$ cat config.mk
export PLATFORM = sky130hd
export DESIGN_NAME = conv_unit
export DESIGN_NICKNAME = d
export VERILOG_FILES = /design/src/source/conv_pkg.sv /design/src/source/fp16_mul.sv /design/src/source/fp16_add.sv /design/src/source/conv_3x3.sv /design/src/source/conv_1x1.sv /design/src/source/conv_unit.sv
export SDC_FILE = /design/constraint.sdc
export NUM_CORES = 2
export LEC_CHECK = 0
export BUFFER_PORTS_ARGS = -buffer_cell sky130_fd_sc_hd__buf_2
export CORE_MARGIN = 3
export CORE_UTILIZATION = 60
export DETAILED_ROUTE_END_ITERATION = 10
export PLACE_DENSITY_LB_ADDON = 0.15
export SYNTH_ARGS = -nofsm -noshare
export SYNTH_HDL_FRONTEND = slang
export SYNTH_SLANG_ARGS = --single-unit
$ cat constraint.sdc
create_clock -name clk -period 104.7 [get_ports clk]
set_clock_uncertainty 0.2 [all_clocks]
set_input_delay 10.47 -clock clk [delete_from_list [all_inputs] [get_ports clk]]
set_output_delay 10.47 -clock clk [all_outputs]
set_load 0.1 [all_outputs]
$ cat src/source/conv_pkg.sv
package conv_pkg;

    // One half-precision word, seen as raw bits or as its fields
    typedef union packed {
        logic [15:0] bits;
        struct packed {
            logic       sign;
            logic [4:0] exp;
            logic [9:0] man;
        } f;
    } fp16_t;

    localparam logic [4:0]  FP16_EXP_BIAS = 5'd15;

    // All-ones exponent marks infinity
    localparam logic [4:0]  FP16_EXP_MAX  = 5'd31;

    localparam logic [15:0] FP16_ZERO     = 16'h0000;

endpackage

$ cat src/source/fp16_mul.sv
`timescale 1ns/10ps

module fp16_mul (
    input  logic            clk,
    input  logic            rst_n,
    input  logic            i_nd,
    input  conv_pkg::fp16_t i_a,
    input  conv_pkg::fp16_t i_b,
    output logic            o_rdy,
    output conv_pkg::fp16_t o_result
);

    logic              s1_vld;
    logic              s1_sign;
    logic              s1_zero;
    logic              s1_inf;
    logic signed [6:0] s1_exp;
    logic [21:0]       s1_prod;

    logic signed [6:0] exp_n;
    logic [9:0]        man_n;
    conv_pkg::fp16_t   res_n;

    always_ff @(posedge clk or negedge rst_n) begin
        if (!rst_n) begin
            s1_vld <= 1'b0;
            o_rdy  <= 1'b0;
        end else begin
            s1_vld <= i_nd;
            o_rdy  <= s1_vld;
        end
    end

    // Subnormal operands count as zero
    always_ff @(posedge clk) begin
        if (i_nd) begin
            s1_sign <= i_a.f.sign ^ i_b.f.sign;
            s1_zero <= (i_a.f.exp == 5'd0) || (i_b.f.exp == 5'd0);
            s1_inf  <= (i_a.f.exp == conv_pkg::FP16_EXP_MAX) ||
                       (i_b.f.exp == conv_pkg::FP16_EXP_MAX);
            s1_exp  <= 7'(i_a.f.exp) + 7'(i_b.f.exp) - 7'(conv_pkg::FP16_EXP_BIAS);
            s1_prod <= {1'b1, i_a.f.man} * {1'b1, i_b.f.man};
        end
    end

    // Product of two 1.x significands is below 4, so one bit of normalization
    always_comb begin
        if (s1_prod[21]) begin
            exp_n = s1_exp + 7'sd1;
            man_n = s1_prod[20:11];
        end else begin
            exp_n = s1_exp;
            man_n = s1_prod[19:10];
        end
        res_n.bits = conv_pkg::FP16_ZERO;
        if (!s1_zero) begin
            if (s1_inf || exp_n >= $signed(7'(conv_pkg::FP16_EXP_MAX))) begin
                res_n.f.sign = s1_sign;
                res_n.f.exp  = conv_pkg::FP16_EXP_MAX;
                res_n.f.man  = 10'd0;
            end else if (exp_n > 7'sd0) begin
                res_n.f.sign = s1_sign;
                res_n.f.exp  = exp_n[4:0];
                res_n.f.man  = man_n;
            end
        end
    end

    always_ff @(posedge clk) begin
        if (s1_vld) begin
            o_result <= res_n;
        end
    end

endmodule

$ cat src/source/fp16_add.sv
`timescale 1ns/10ps

module fp16_add (
    input  logic            clk,
    input  logic            rst_n,
    input  logic            i_nd,
    input  conv_pkg::fp16_t i_a,
    input  conv_pkg::fp16_t i_b,
    output logic            o_rdy,
    output conv_pkg::fp16_t o_result
);

    conv_pkg::fp16_t   a_f;
    conv_pkg::fp16_t   b_f;
    conv_pkg::fp16_t   big;
    conv_pkg::fp16_t   small_op;
    logic [4:0]        exp_diff;
    logic [14:0]       big_ext;
    logic [14:0]       small_ext;
    logic [14:0]       sum_c;

    logic              s1_vld;
    logic              s1_sign;
    logic              s1_inf;
    logic [4:0]        s1_exp;
    logic [14:0]       s1_sum;

    logic [3:0]        lz;
    logic [13:0]       norm;
    logic signed [6:0] exp_n;
    logic [9:0]        man_n;
    conv_pkg::fp16_t   res_n;

    // Align the smaller operand, three guard bits below the LSB
    always_comb begin
        a_f = i_a;
        b_f = i_b;
        if (i_a.f.exp == 5'd0) begin
            a_f.f.man = 10'd0;
        end
        if (i_b.f.exp == 5'd0) begin
            b_f.f.man = 10'd0;
        end
        if ({a_f.f.exp, a_f.f.man} >= {b_f.f.exp, b_f.f.man}) begin
            big      = a_f;
            small_op = b_f;
        end else begin
            big      = b_f;
            small_op = a_f;
        end
        exp_diff  = big.f.exp - small_op.f.exp;
        big_ext   = {1'b0, big.f.exp != 5'd0, big.f.man, 3'b000};
        small_ext = {1'b0, small_op.f.exp != 5'd0, small_op.f.man, 3'b000} >> exp_diff;
        if (big.f.sign == small_op.f.sign) begin
            sum_c = big_ext + small_ext;
        end else begin
            sum_c = big_ext - small_ext;
        end
    end

    always_ff @(posedge clk or negedge rst_n) begin
        if (!rst_n) begin
            s1_vld <= 1'b0;
            o_rdy  <= 1'b0;
        end else begin
            s1_vld <= i_nd;
            o_rdy  <= s1_vld;
        end
    end

    always_ff @(posedge clk) begin
        if (i_nd) begin
            s1_sign <= big.f.sign;
            s1_inf  <= big.f.exp == conv_pkg::FP16_EXP_MAX;
            s1_exp  <= big.f.exp;
            s1_sum  <= sum_c;
        end
    end

    // Leading one search, highest set bit wins
    always_comb begin
        lz = 4'd0;
        for (int i = 0; i < 14; i++) begin
            if (s1_sum[i]) begin
                lz = 4'(13 - i);
            end
        end
        norm = s1_sum[13:0] << lz;
        if (s1_sum[14]) begin
            exp_n = 7'(s1_exp) + 7'd1;
            man_n = s1_sum[13:4];
        end else begin
            exp_n = 7'(s1_exp) - 7'(lz);
            man_n = norm[12:3];
        end
        res_n.bits = conv_pkg::FP16_ZERO;
        if (s1_inf || (s1_sum != 15'd0 &&
                       exp_n >= $signed(7'(conv_pkg::FP16_EXP_MAX)))) begin
            res_n.f.sign = s1_sign;
            res_n.f.exp  = conv_pkg::FP16_EXP_MAX;
            res_n.f.man  = 10'd0;
        end else if (s1_sum != 15'd0 && exp_n > 7'sd0) begin
            res_n.f.sign = s1_sign;
            res_n.f.exp  = exp_n[4:0];
            res_n.f.man  = man_n;
        end
    end

    always_ff @(posedge clk) begin
        if (s1_vld) begin
            o_result <= res_n;
        end
    end

endmodule

$ cat src/source/conv_3x3.sv
`timescale 1ns/10ps

module conv_3x3 #(
    parameter bit P_RELU = 1'b1
) (
    input  logic            clk,
    input  logic            rst_n,
    input  logic            i_start,
    input  logic [143:0]    i_pixels,
    input  logic [143:0]    i_weights,
    input  conv_pkg::fp16_t i_bias,
    output conv_pkg::fp16_t o_result,
    output logic            o_valid
);

    localparam logic [2:0] ST_IDLE = 3'd0;
    localparam logic [2:0] ST_MULT = 3'd1;
    localparam logic [2:0] ST_SUM1 = 3'd2;
    localparam logic [2:0] ST_SUM2 = 3'd3;
    localparam logic [2:0] ST_SUM3 = 3'd4;
    localparam logic [2:0] ST_SUM4 = 3'd5;

    logic [2:0]      state;
    logic            stage_done;
    logic [143:0]    pix_q;
    logic [143:0]    wgt_q;
    conv_pkg::fp16_t bias_q;

    logic            mul_nd;
    logic [8:0]      mul_rdy;
    conv_pkg::fp16_t prod [9];

    logic [3:0]      add_nd;
    logic [3:0]      add_rdy;
    conv_pkg::fp16_t add_a [4];
    conv_pkg::fp16_t add_b [4];
    conv_pkg::fp16_t psum [4];

    for (genvar g = 0; g < 9; g++) begin : g_mul
        fp16_mul u_mul (
            .clk      (clk),
            .rst_n    (rst_n),
            .i_nd     (mul_nd),
            .i_a      (pix_q[16*g +: 16]),
            .i_b      (wgt_q[16*g +: 16]),
            .o_rdy    (mul_rdy[g]),
            .o_result (prod[g])
        );
    end

    for (genvar g = 0; g < 4; g++) begin : g_add
        fp16_add u_add (
            .clk      (clk),
            .rst_n    (rst_n),
            .i_nd     (add_nd[g]),
            .i_a      (add_a[g]),
            .i_b      (add_b[g]),
            .o_rdy    (add_rdy[g]),
            .o_result (psum[g])
        );
    end

    // Ready condition of the stage in flight
    always_comb begin
        case (state)
            ST_MULT: stage_done = &mul_rdy;
            ST_SUM1: stage_done = &add_rdy;
            ST_SUM2: stage_done = add_rdy[0] & add_rdy[1] & add_rdy[3];
            ST_SUM3: stage_done = add_rdy[0];
            ST_SUM4: stage_done = add_rdy[0];
            default: stage_done = 1'b0;
        endcase
    end

    always_ff @(posedge clk or negedge rst_n) begin
        if (!rst_n) begin
            state   <= ST_IDLE;
            mul_nd  <= 1'b0;
            add_nd  <= 4'b0000;
            o_valid <= 1'b0;
        end else begin
            mul_nd  <= 1'b0;
            add_nd  <= 4'b0000;
            o_valid <= 1'b0;
            case (state)
                ST_IDLE: if (i_start) begin
                    state  <= ST_MULT;
                    mul_nd <= 1'b1;
                end
                ST_MULT: if (stage_done) begin
                    state  <= ST_SUM1;
                    add_nd <= 4'b1111;
                end
                // Side pair of last product and bias runs on adder 3
                ST_SUM1: if (stage_done) begin
                    state  <= ST_SUM2;
                    add_nd <= 4'b1011;
                end
                ST_SUM2: if (stage_done) begin
                    state  <= ST_SUM3;
                    add_nd <= 4'b0001;
                end
                ST_SUM3: if (stage_done) begin
                    state  <= ST_SUM4;
                    add_nd <= 4'b0001;
                end
                ST_SUM4: if (stage_done) begin
                    state   <= ST_IDLE;
                    o_valid <= 1'b1;
                end
                default: state <= ST_IDLE;
            endcase
        end
    end

    // Operand steering for the adder tree
    always_ff @(posedge clk) begin
        case (state)
            ST_IDLE: if (i_start) begin
                pix_q  <= i_pixels;
                wgt_q  <= i_weights;
                bias_q <= i_bias;
            end
            ST_MULT: if (stage_done) begin
                for (int k = 0; k < 4; k++) begin
                    add_a[k] <= prod[2*k];
                    add_b[k] <= prod[2*k+1];
                end
            end
            ST_SUM1: if (stage_done) begin
                add_a[0] <= psum[0];
                add_b[0] <= psum[1];
                add_a[1] <= psum[2];
                add_b[1] <= psum[3];
                add_a[3] <= prod[8];
                add_b[3] <= bias_q;
            end
            ST_SUM2: if (stage_done) begin
                add_a[0] <= psum[0];
                add_b[0] <= psum[1];
            end
            ST_SUM3: if (stage_done) begin
                add_a[0] <= psum[0];
                add_b[0] <= psum[3];
            end
            ST_SUM4: if (stage_done) begin
                o_result <= (P_RELU && psum[0].f.sign) ? conv_pkg::FP16_ZERO : psum[0];
            end
            default: ;
        endcase
    end

endmodule

$ cat src/source/conv_1x1.sv
`timescale 1ns/10ps

module conv_1x1 #(
    parameter bit P_RELU = 1'b1
) (
    input  logic            clk,
    input  logic            rst_n,
    input  logic            i_start,
    input  conv_pkg::fp16_t i_pixel,
    input  conv_pkg::fp16_t i_weight,
    input  conv_pkg::fp16_t i_bias,
    output conv_pkg::fp16_t o_result,
    output logic            o_valid
);

    localparam logic [1:0] ST_IDLE  = 2'd0;
    localparam logic [1:0] ST_MULT  = 2'd1;
    localparam logic [1:0] ST_ACCUM = 2'd2;

    logic [1:0]      state;
    conv_pkg::fp16_t pix_q;
    conv_pkg::fp16_t wgt_q;
    conv_pkg::fp16_t bias_q;

    logic            mul_nd;
    logic            mul_rdy;
    conv_pkg::fp16_t prod;
    logic            add_nd;
    logic            add_rdy;
    conv_pkg::fp16_t add_a;
    conv_pkg::fp16_t add_b;
    conv_pkg::fp16_t sum;

    fp16_mul u_mul (
        .clk      (clk),
        .rst_n    (rst_n),
        .i_nd     (mul_nd),
        .i_a      (pix_q),
        .i_b      (wgt_q),
        .o_rdy    (mul_rdy),
        .o_result (prod)
    );

    fp16_add u_add (
        .clk      (clk),
        .rst_n    (rst_n),
        .i_nd     (add_nd),
        .i_a      (add_a),
        .i_b      (add_b),
        .o_rdy    (add_rdy),
        .o_result (sum)
    );

    always_ff @(posedge clk or negedge rst_n) begin
        if (!rst_n) begin
            state   <= ST_IDLE;
            mul_nd  <= 1'b0;
            add_nd  <= 1'b0;
            o_valid <= 1'b0;
        end else begin
            mul_nd  <= 1'b0;
            add_nd  <= 1'b0;
            o_valid <= 1'b0;
            case (state)
                ST_IDLE: if (i_start) begin
                    state  <= ST_MULT;
                    mul_nd <= 1'b1;
                end
                ST_MULT: if (mul_rdy) begin
                    state  <= ST_ACCUM;
                    add_nd <= 1'b1;
                end
                ST_ACCUM: if (add_rdy) begin
                    state   <= ST_IDLE;
                    o_valid <= 1'b1;
                end
                default: state <= ST_IDLE;
            endcase
        end
    end

    always_ff @(posedge clk) begin
        if (state == ST_IDLE && i_start) begin
            pix_q  <= i_pixel;
            wgt_q  <= i_weight;
            bias_q <= i_bias;
        end
        if (state == ST_MULT && mul_rdy) begin
            add_a <= prod;
            add_b <= bias_q;
        end
        // Negative sums clamp to zero
        if (state == ST_ACCUM && add_rdy) begin
            o_result <= (P_RELU && sum.f.sign) ? conv_pkg::FP16_ZERO : sum;
        end
    end

endmodule

$ cat src/source/conv_unit.sv
`timescale 1ns/10ps

module conv_unit #(
    parameter bit P_RELU = 1'b1
) (
    input  logic            clk,
    input  logic            rst_n,
    input  logic            i_start,
    input  logic            i_kernel_sel,
    input  logic [143:0]    i_pixels,
    input  logic [143:0]    i_weights,
    input  conv_pkg::fp16_t i_bias,
    output conv_pkg::fp16_t o_result,
    output logic            o_valid,
    output logic            o_busy
);

    logic            start_ok;
    logic            start_3x3;
    logic            start_1x1;
    conv_pkg::fp16_t res_3x3;
    conv_pkg::fp16_t res_1x1;
    logic            valid_3x3;
    logic            valid_1x1;

    // Starts while busy are dropped
    assign start_ok  = i_start & ~o_busy;
    assign start_3x3 = start_ok & ~i_kernel_sel;
    assign start_1x1 = start_ok & i_kernel_sel;

    conv_3x3 #(
        .P_RELU (P_RELU)
    ) u_conv_3x3 (
        .clk       (clk),
        .rst_n     (rst_n),
        .i_start   (start_3x3),
        .i_pixels  (i_pixels),
        .i_weights (i_weights),
        .i_bias    (i_bias),
        .o_result  (res_3x3),
        .o_valid   (valid_3x3)
    );

    conv_1x1 #(
        .P_RELU (P_RELU)
    ) u_conv_1x1 (
        .clk      (clk),
        .rst_n    (rst_n),
        .i_start  (start_1x1),
        .i_pixel  (i_pixels[15:0]),
        .i_weight (i_weights[15:0]),
        .i_bias   (i_bias),
        .o_result (res_1x1),
        .o_valid  (valid_1x1)
    );

    always_ff @(posedge clk or negedge rst_n) begin
        if (!rst_n) begin
            o_busy  <= 1'b0;
            o_valid <= 1'b0;
        end else begin
            o_valid <= valid_3x3 | valid_1x1;
            if (start_ok) begin
                o_busy <= 1'b1;
            end else if (valid_3x3 || valid_1x1) begin
                o_busy <= 1'b0;
            end
        end
    end

    always_ff @(posedge clk) begin
        if (valid_1x1) begin
            o_result <= res_1x1;
        end else if (valid_3x3) begin
            o_result <= res_3x3;
        end
    end

endmodule

# Word-level counts from Yosys, hierarchy flattened
# Memory sizes are Yosys's and may differ from the RTL's.
# Cells that the tools add are included.
# word_totals
ramBits	128
n_memories	2
register_bits	1132
out_inout_bits	18
# classes
n_eq_ne	46
n_lt_le_gt_ge	35
reduce_logical	120
bitwise	43
mux	203
n_shift	10
n_mul	10
addsub	55
# mem_list
name	words	width	read_ports	rd_clocked_by_memory_dff	wr	line_no	rtl
u_conv_3x3.add_a	4	16	4	0	4	conv_3x3.sv:35	conv_pkg::fp16_t add_a [4];
u_conv_3x3.add_b	4	16	4	0	4	conv_3x3.sv:36	conv_pkg::fp16_t add_b [4];
# op_table
operator	count
16-bit two-way mux	52
4-bit two-way mux	72
10-bit two-way mux	25
11-bit by 11-bit multiplier with 22-bit output	10
5-bit logical NOT	30
5-bit == test (second input constant)	25
7-bit by 6-bit greater-or-equal comparator with 1-bit output (second input constant)	15
7-bit by 1-bit > comparator with 1-bit output (second input constant)	15
7-bit two-way mux	15
14-bit by 15-bit adder with 15-bit output	5
15-bit greater-or-equal comparator	5
15-bit two-way mux	5
15-bit nonzero test	5
14-bit by 5-bit right shift with 15-bit output	5
14-bit by 15-bit subtractor with 15-bit output	5
7-bit by 2-bit adder with 7-bit output (second input constant)	10
14-bit by 4-bit << shifter with 13-bit output	5
6-bit by 4-bit subtractor with 7-bit output (second input constant)	10
5-bit by 5-bit adder with 6-bit output	10
5-bit nonzero test	10
1-bit logical OR	36
5-bit by 1-bit adder with 6-bit output (second input constant)	5
3-bit OR reduction	10
5-bit by 4-bit subtractor with 6-bit output	5
other kinds (29)	132

# Logic depth before layout (Yosys ltp)
# depth
ltp_word	20
mapped_depth	38

# Modules after synthesis
# A second synthesis with hierarchy kept.
# unflattened
hier_cells	9911
area_unflattened_um2	101434.8
# modules_own_cells
module	area_each_um2	cells_per_inst	n_inst
fp16_add at u_conv_1x1.u_add ...	5077.4	641	4
fp16_mul at u_conv_3x3.g_mul[2].u_mul ...	5574.1	558	3
conv_3x3	15522.4	769	1
fp16_mul at u_conv_1x1.u_mul ...	5724.2	594	2
fp16_mul at u_conv_3x3.g_mul[6].u_mul ...	5665.4	576	2
fp16_mul at u_conv_3x3.g_mul[5].u_mul	5731.7	596	1
fp16_mul at u_conv_3x3.g_mul[1].u_mul	5691.7	584	1
fp16_mul at u_conv_3x3.g_mul[8].u_mul	5664.2	584	1
fp16_add at u_conv_3x3.g_add[1].u_add	5058.6	632	1
conv_1x1	3143.0	127	1
conv_unit	812.0	41	1

# Worst setup path before layout
# OpenSTA, ideal clock, no wires.
# synth_path
kind	input-to-reg
startpoint	input port i_kernel_sel
endpoint	register u_conv_3x3.mul_nd
path_stages	1
path_slack_ps	59275
t_arrival_ps	41974
path_cell_list	nor4b_1
# synth_via
elab_chain_len	4
# synth_lines
item	line_no	rtl
start: declaration	conv_unit.sv:9	input logic i_kernel_sel,
1-bit NOT	conv_unit.sv:28	assign start_3x3 = start_ok & ~i_kernel_sel;
1-bit AND	conv_unit.sv:28	
1-bit two-way mux	conv_3x3.sv:86	ST_IDLE: if (i_start) begin
1-bit two-way mux	conv_3x3.sv:85	case (state)
end signal: assignment	conv_3x3.sv:78	mul_nd <= 1'b0;
end signal: assignment	conv_3x3.sv:82	mul_nd <= 1'b0;
end signal: assignment	conv_3x3.sv:88	mul_nd <= 1'b1;
end: declaration	conv_3x3.sv:29	logic mul_nd;
# No other way between the ends.
# A chain may end at the register's enable or synchronous reset.

# Worst setup path after layout
# layout_path
startpoint	input port i_start
endpoint	register u_conv_3x3.wgt_q[106], enable pin
# layout_via
elab_chain_len	3
# layout_lines
item	line_no	rtl
start: declaration	conv_unit.sv:8	input logic i_start,
1-bit AND	conv_unit.sv:27	assign start_ok = i_start & ~o_busy;
1-bit AND	conv_unit.sv:28	
2-bit AND reduction (no line)	-	
end signal: assignment	conv_3x3.sv:121	wgt_q <= i_weights;
end: declaration	conv_3x3.sv:26	logic [143:0] wgt_q;
# No other way between the ends.

==> metrics.txt <==
Metal-1 WL=90160 um; core region area=0.1595 mm^2; CTS tree=yes; I/O pin cnt=326; Clk Tree Root Cell=clkbuf_16; crit path max fanout=84; starting density of the core=60.78%; Worst R2R Path Depth=31; Hold EP=u_conv_3x3.g_add[1].u_add.o_rdy; Worst-Skew Late Latency=0.77 ns; largest net degree at the start of global routing=88; Hold Crit Class=register to register; Post-DRT Antenna Nets=0; P_leak=0.04785 uW; RD Place Congestion=0.9298; GRT overflow=0; # rows=146; Vias/cell=about 5.7; Met3 Wirelength=12080 um; Setup crit end kind=register; Max Used Layer=met4; height of the chip=407.9 um; Post-CTS Resized=0; first-pass iteration count of the detailed router=6; Critical-path top delay cell=buf_4; largest buffer count on any clock path=3; pwr dens=9.096 mW/mm^2; Final Hold Fails=0; synthesized cell area=0.09693 mm^2; measured slew at the worst slew-check pin=1.231 ns; Residual DRC=0; die area=0.1664 mm^2; met2 wire length=104200 um; RSZ-0062 raised after global routing=false; Worst-path clk slew=approximately 0.060 ns; Max transition margin=17.90%; Req. time, crit path=104.88 ns; reg2reg end=u_conv_3x3.g_add[0].u_add.s1_sum[14]; CP max stage delay=0.83 ns; Final period util=about an eighth; Hold Path Origin=u_conv_3x3.g_add[1].u_add.s1_vld; crit path kind=primary input to register; postcts setup bufs=0; CTS Sinks=1154; critical path's most frequent cell=buf_4; average wire per cell in the routed design=18.40 um; synthesis-stage register bit count=1154; Yosys warnings=0; FMAX=76.81 MHz; register area share after synthesis=about 36%; Finish-stage setup viols=0; violation count after the first detailed-route iteration=4552; Synth Net Count=11146; H-tree levels=4; run status=completed; final worst path period need=13.02 ns; vias=65915; initial antenna violation count=9; DRT Wirelength=213900 um; Post-synth EDFFs=1127; hold path depth=0; Max Slew Vio Count=0; post-layout util=between 60% and 70%; layout cells sized above 1=a little over 8%; MaxCap Viol Count=0; hpwl dp=168700 um; Reg2Reg Launch Point=u_conv_3x3.add_b[0][11]; R2R Setup Slk=96.49 ns; critical-path cell list=buf_2, nand2_1, nor4b_2, buf_4, buf_4, buf_4; Synth Instances=9148; CTS Hold Bufs=0; synth unique cells=100; Main synth FF type=edfxtp_1; mean post-synth cell area=approximately 11 um^2; Area Growth Syn to Fin=8.095%; Max IR drop VDD=0.01610 mV; Critical Path AT=approximately 13 ns; clock buffer count from CTS=131; Sum Neg Setup Slack=0 ns; Fill cells=12447; overall routing resource usage=about a quarter; first-pass GRT wire length=348600 um; number of global-route vias before repair=67040; buffers added on ports=roughly 320; Post-synth ARST share=2.340%; Startpoint Class=primary input; Die W=407.9 um; Nets=11376
-- cells in the mapped netlist (55+ instances only) --
library cell | number | share of area [%]
a21o_1 | 110 | 0.85
a21oi_1 | 359 | 1.9
nand2b_1 | 57 | 0.37
mux2i_1 | 311 | 3.2
xnor2_1 | 221 | 2.0
edfxtp_1 | 1127 | 35
nand3_1 | 92 | 0.48
xor2_1 | 104 | 0.94
nand4_1 | 59 | 0.38
nand2_1 | 835 | 3.2
o21bai_1 | 71 | 0.55
nor3_1 | 110 | 0.57
ha_1 | 880 | 11
mux2_2 | 87 | 1.0
clkbuf_1 | 238 | 0.92
inv_1 | 1447 | 5.6
o21ai_0 | 214 | 1.1
a211oi_1 | 55 | 0.43
fa_1 | 810 | 17
and2_1 | 600 | 3.9
nor2b_1 | 91 | 0.59
nor2_1 | 515 | 2.0
-- cells in the final DEF (no fill, tap or decap), types with 33 or more instances in the layout --
master,netlist,routed
inv_1,1447,1446
edfxtp_1,1127,1127
ha_1,880,880
nand2_1,835,835
fa_1,810,810
and2_1,600,600
nor2_1,515,513
a21oi_1,359,358
buf_2,10,324
mux2i_1,311,311
xnor2_1,221,221
o21ai_0,214,213
clkbuf_16,0,132
a21o_1,110,110
nor3_1,110,110
xor2_1,104,104
nand3_1,92,92
nor2b_1,91,91
mux2_2,87,87
o21bai_1,71,71
nand4_1,59,59
nand2b_1,57,57
a211oi_1,55,55
or2_2,48,48
a22o_1,48,48
buf_4,6,42
o21a_1,39,39
a31oi_1,37,37
o22ai_1,36,36
mux4_2,35,35
or4_1,33,33
-- through the flow --
| stage | worst slack (ns) | cells | total power, uW | area [um^2] | hold WS [ns] |
|---|---|---|---|---|---|
| floorplan | 59.28 | 9148 | 511.4 | 96930 | 0.2003 |
| finish | 91.68 | 11629 | 953.1 | 104800 | 0.1796 |
| detailed placement | 90.92 | 11391 | 517.4 | 100600 | 0.1736 |
| CTS | 91.73 | 11627 | 964.7 | 104800 | 0.1867 |
| global route | 91.50 | 11627 | 984.5 | 104800 | 0.1958 |
| global placement | 91.02 | 11391 | 517.0 | 100600 | 0.1674 |
-- metal layers --
metal	GRT usage (%)	vias to the layer above
met5	0	-
li1	-	31340
met3	3.354	359
met2	43.90	1765
met1	34.50	32451
met4	9.085	0
-- registers in the layout (all words and copies together), names as in the netlist, 16 cells and up --
name and count:
u_conv_3x3.pix_q 144, u_conv_3x3.g_mul.u_mul.s1_prod 108, u_conv_3x3.wgt_q 144, u_conv_1x1.add_a 16, u_conv_3x3.add_b 64, u_conv_3x3.g_mul.u_mul.o_result 144, u_conv_1x1.bias_q 16, u_conv_3x3.bias_q 16
u_conv_1x1.u_add.o_result 16, u_conv_3x3.g_add.u_add.s1_exp 20, u_conv_1x1.u_mul.o_result 16, u_conv_1x1.pix_q 16, u_conv_3x3.add_a 64, u_conv_3x3.g_mul.u_mul.s1_exp 63, u_conv_3x3.g_add.u_add.o_result 64, u_conv_1x1.add_b 16
u_conv_1x1.wgt_q 16, u_conv_3x3.g_add.u_add.s1_sum 60
-- critical path: cells and delay by family --
family	cells	cell delay (ns)
buf+inv	4	2.09
simple gates	2	0.42
-- where the power goes --
part           leakage [uW]  switching [uW]  internal (uW)
Sequential           0.0110               0            501
Combinational        0.0348            2.22           3.95
Clock               0.00204             189            257
-- cell families (layout without fill, tap and decap cells) --
kind of cell / count (synthesis) / after routing / share of synthesized area (%)
simple gates: 2597 / 2597 / 13.25
buf+inv: 1724 / 2057 / 6.712
fa+ha+maj: 1690 / 1690 / 28.09
compound gates: 1223 / 1223 / 8.351
flops: 1154 / 1154 / 35.61
mux: 433 / 433 / 5.035
xor+xnor: 326 / 326 / 2.953
other cells: 1 / 3 / 0.003869
-- cell type report --
class                   count  area [um^2]  share of cell area [%]
clock buffers             148         3373                   3.219
multi-input cells        6270        55970                   53.42
flip-flops and latches   1154        34530                   32.95
clock inverters            88        819.5                  0.7821
well taps                2146         2685                   2.563
diodes                      2        5.005                0.004776
repair buffers            366         1937                   1.849
inverters                1455         5463                   5.214
-- how the worst max path moves through the flow --
stage,from,slack [ns],endpoint
after floorplan,i_kernel_sel,59.28,u_conv_3x3.mul_nd
after global routing,i_start,91.50,u_conv_3x3.pix_q[119]
after CTS,i_start,91.73,u_conv_3x3.pix_q[69]
after detailed placement,i_start,90.92,u_conv_3x3.wgt_q[117]
after global placement,i_start,91.02,u_conv_3x3.wgt_q[112]
final,i_start,91.68,u_conv_3x3.wgt_q[106]
Note: power is estimated with default switching activity, not from simulation.
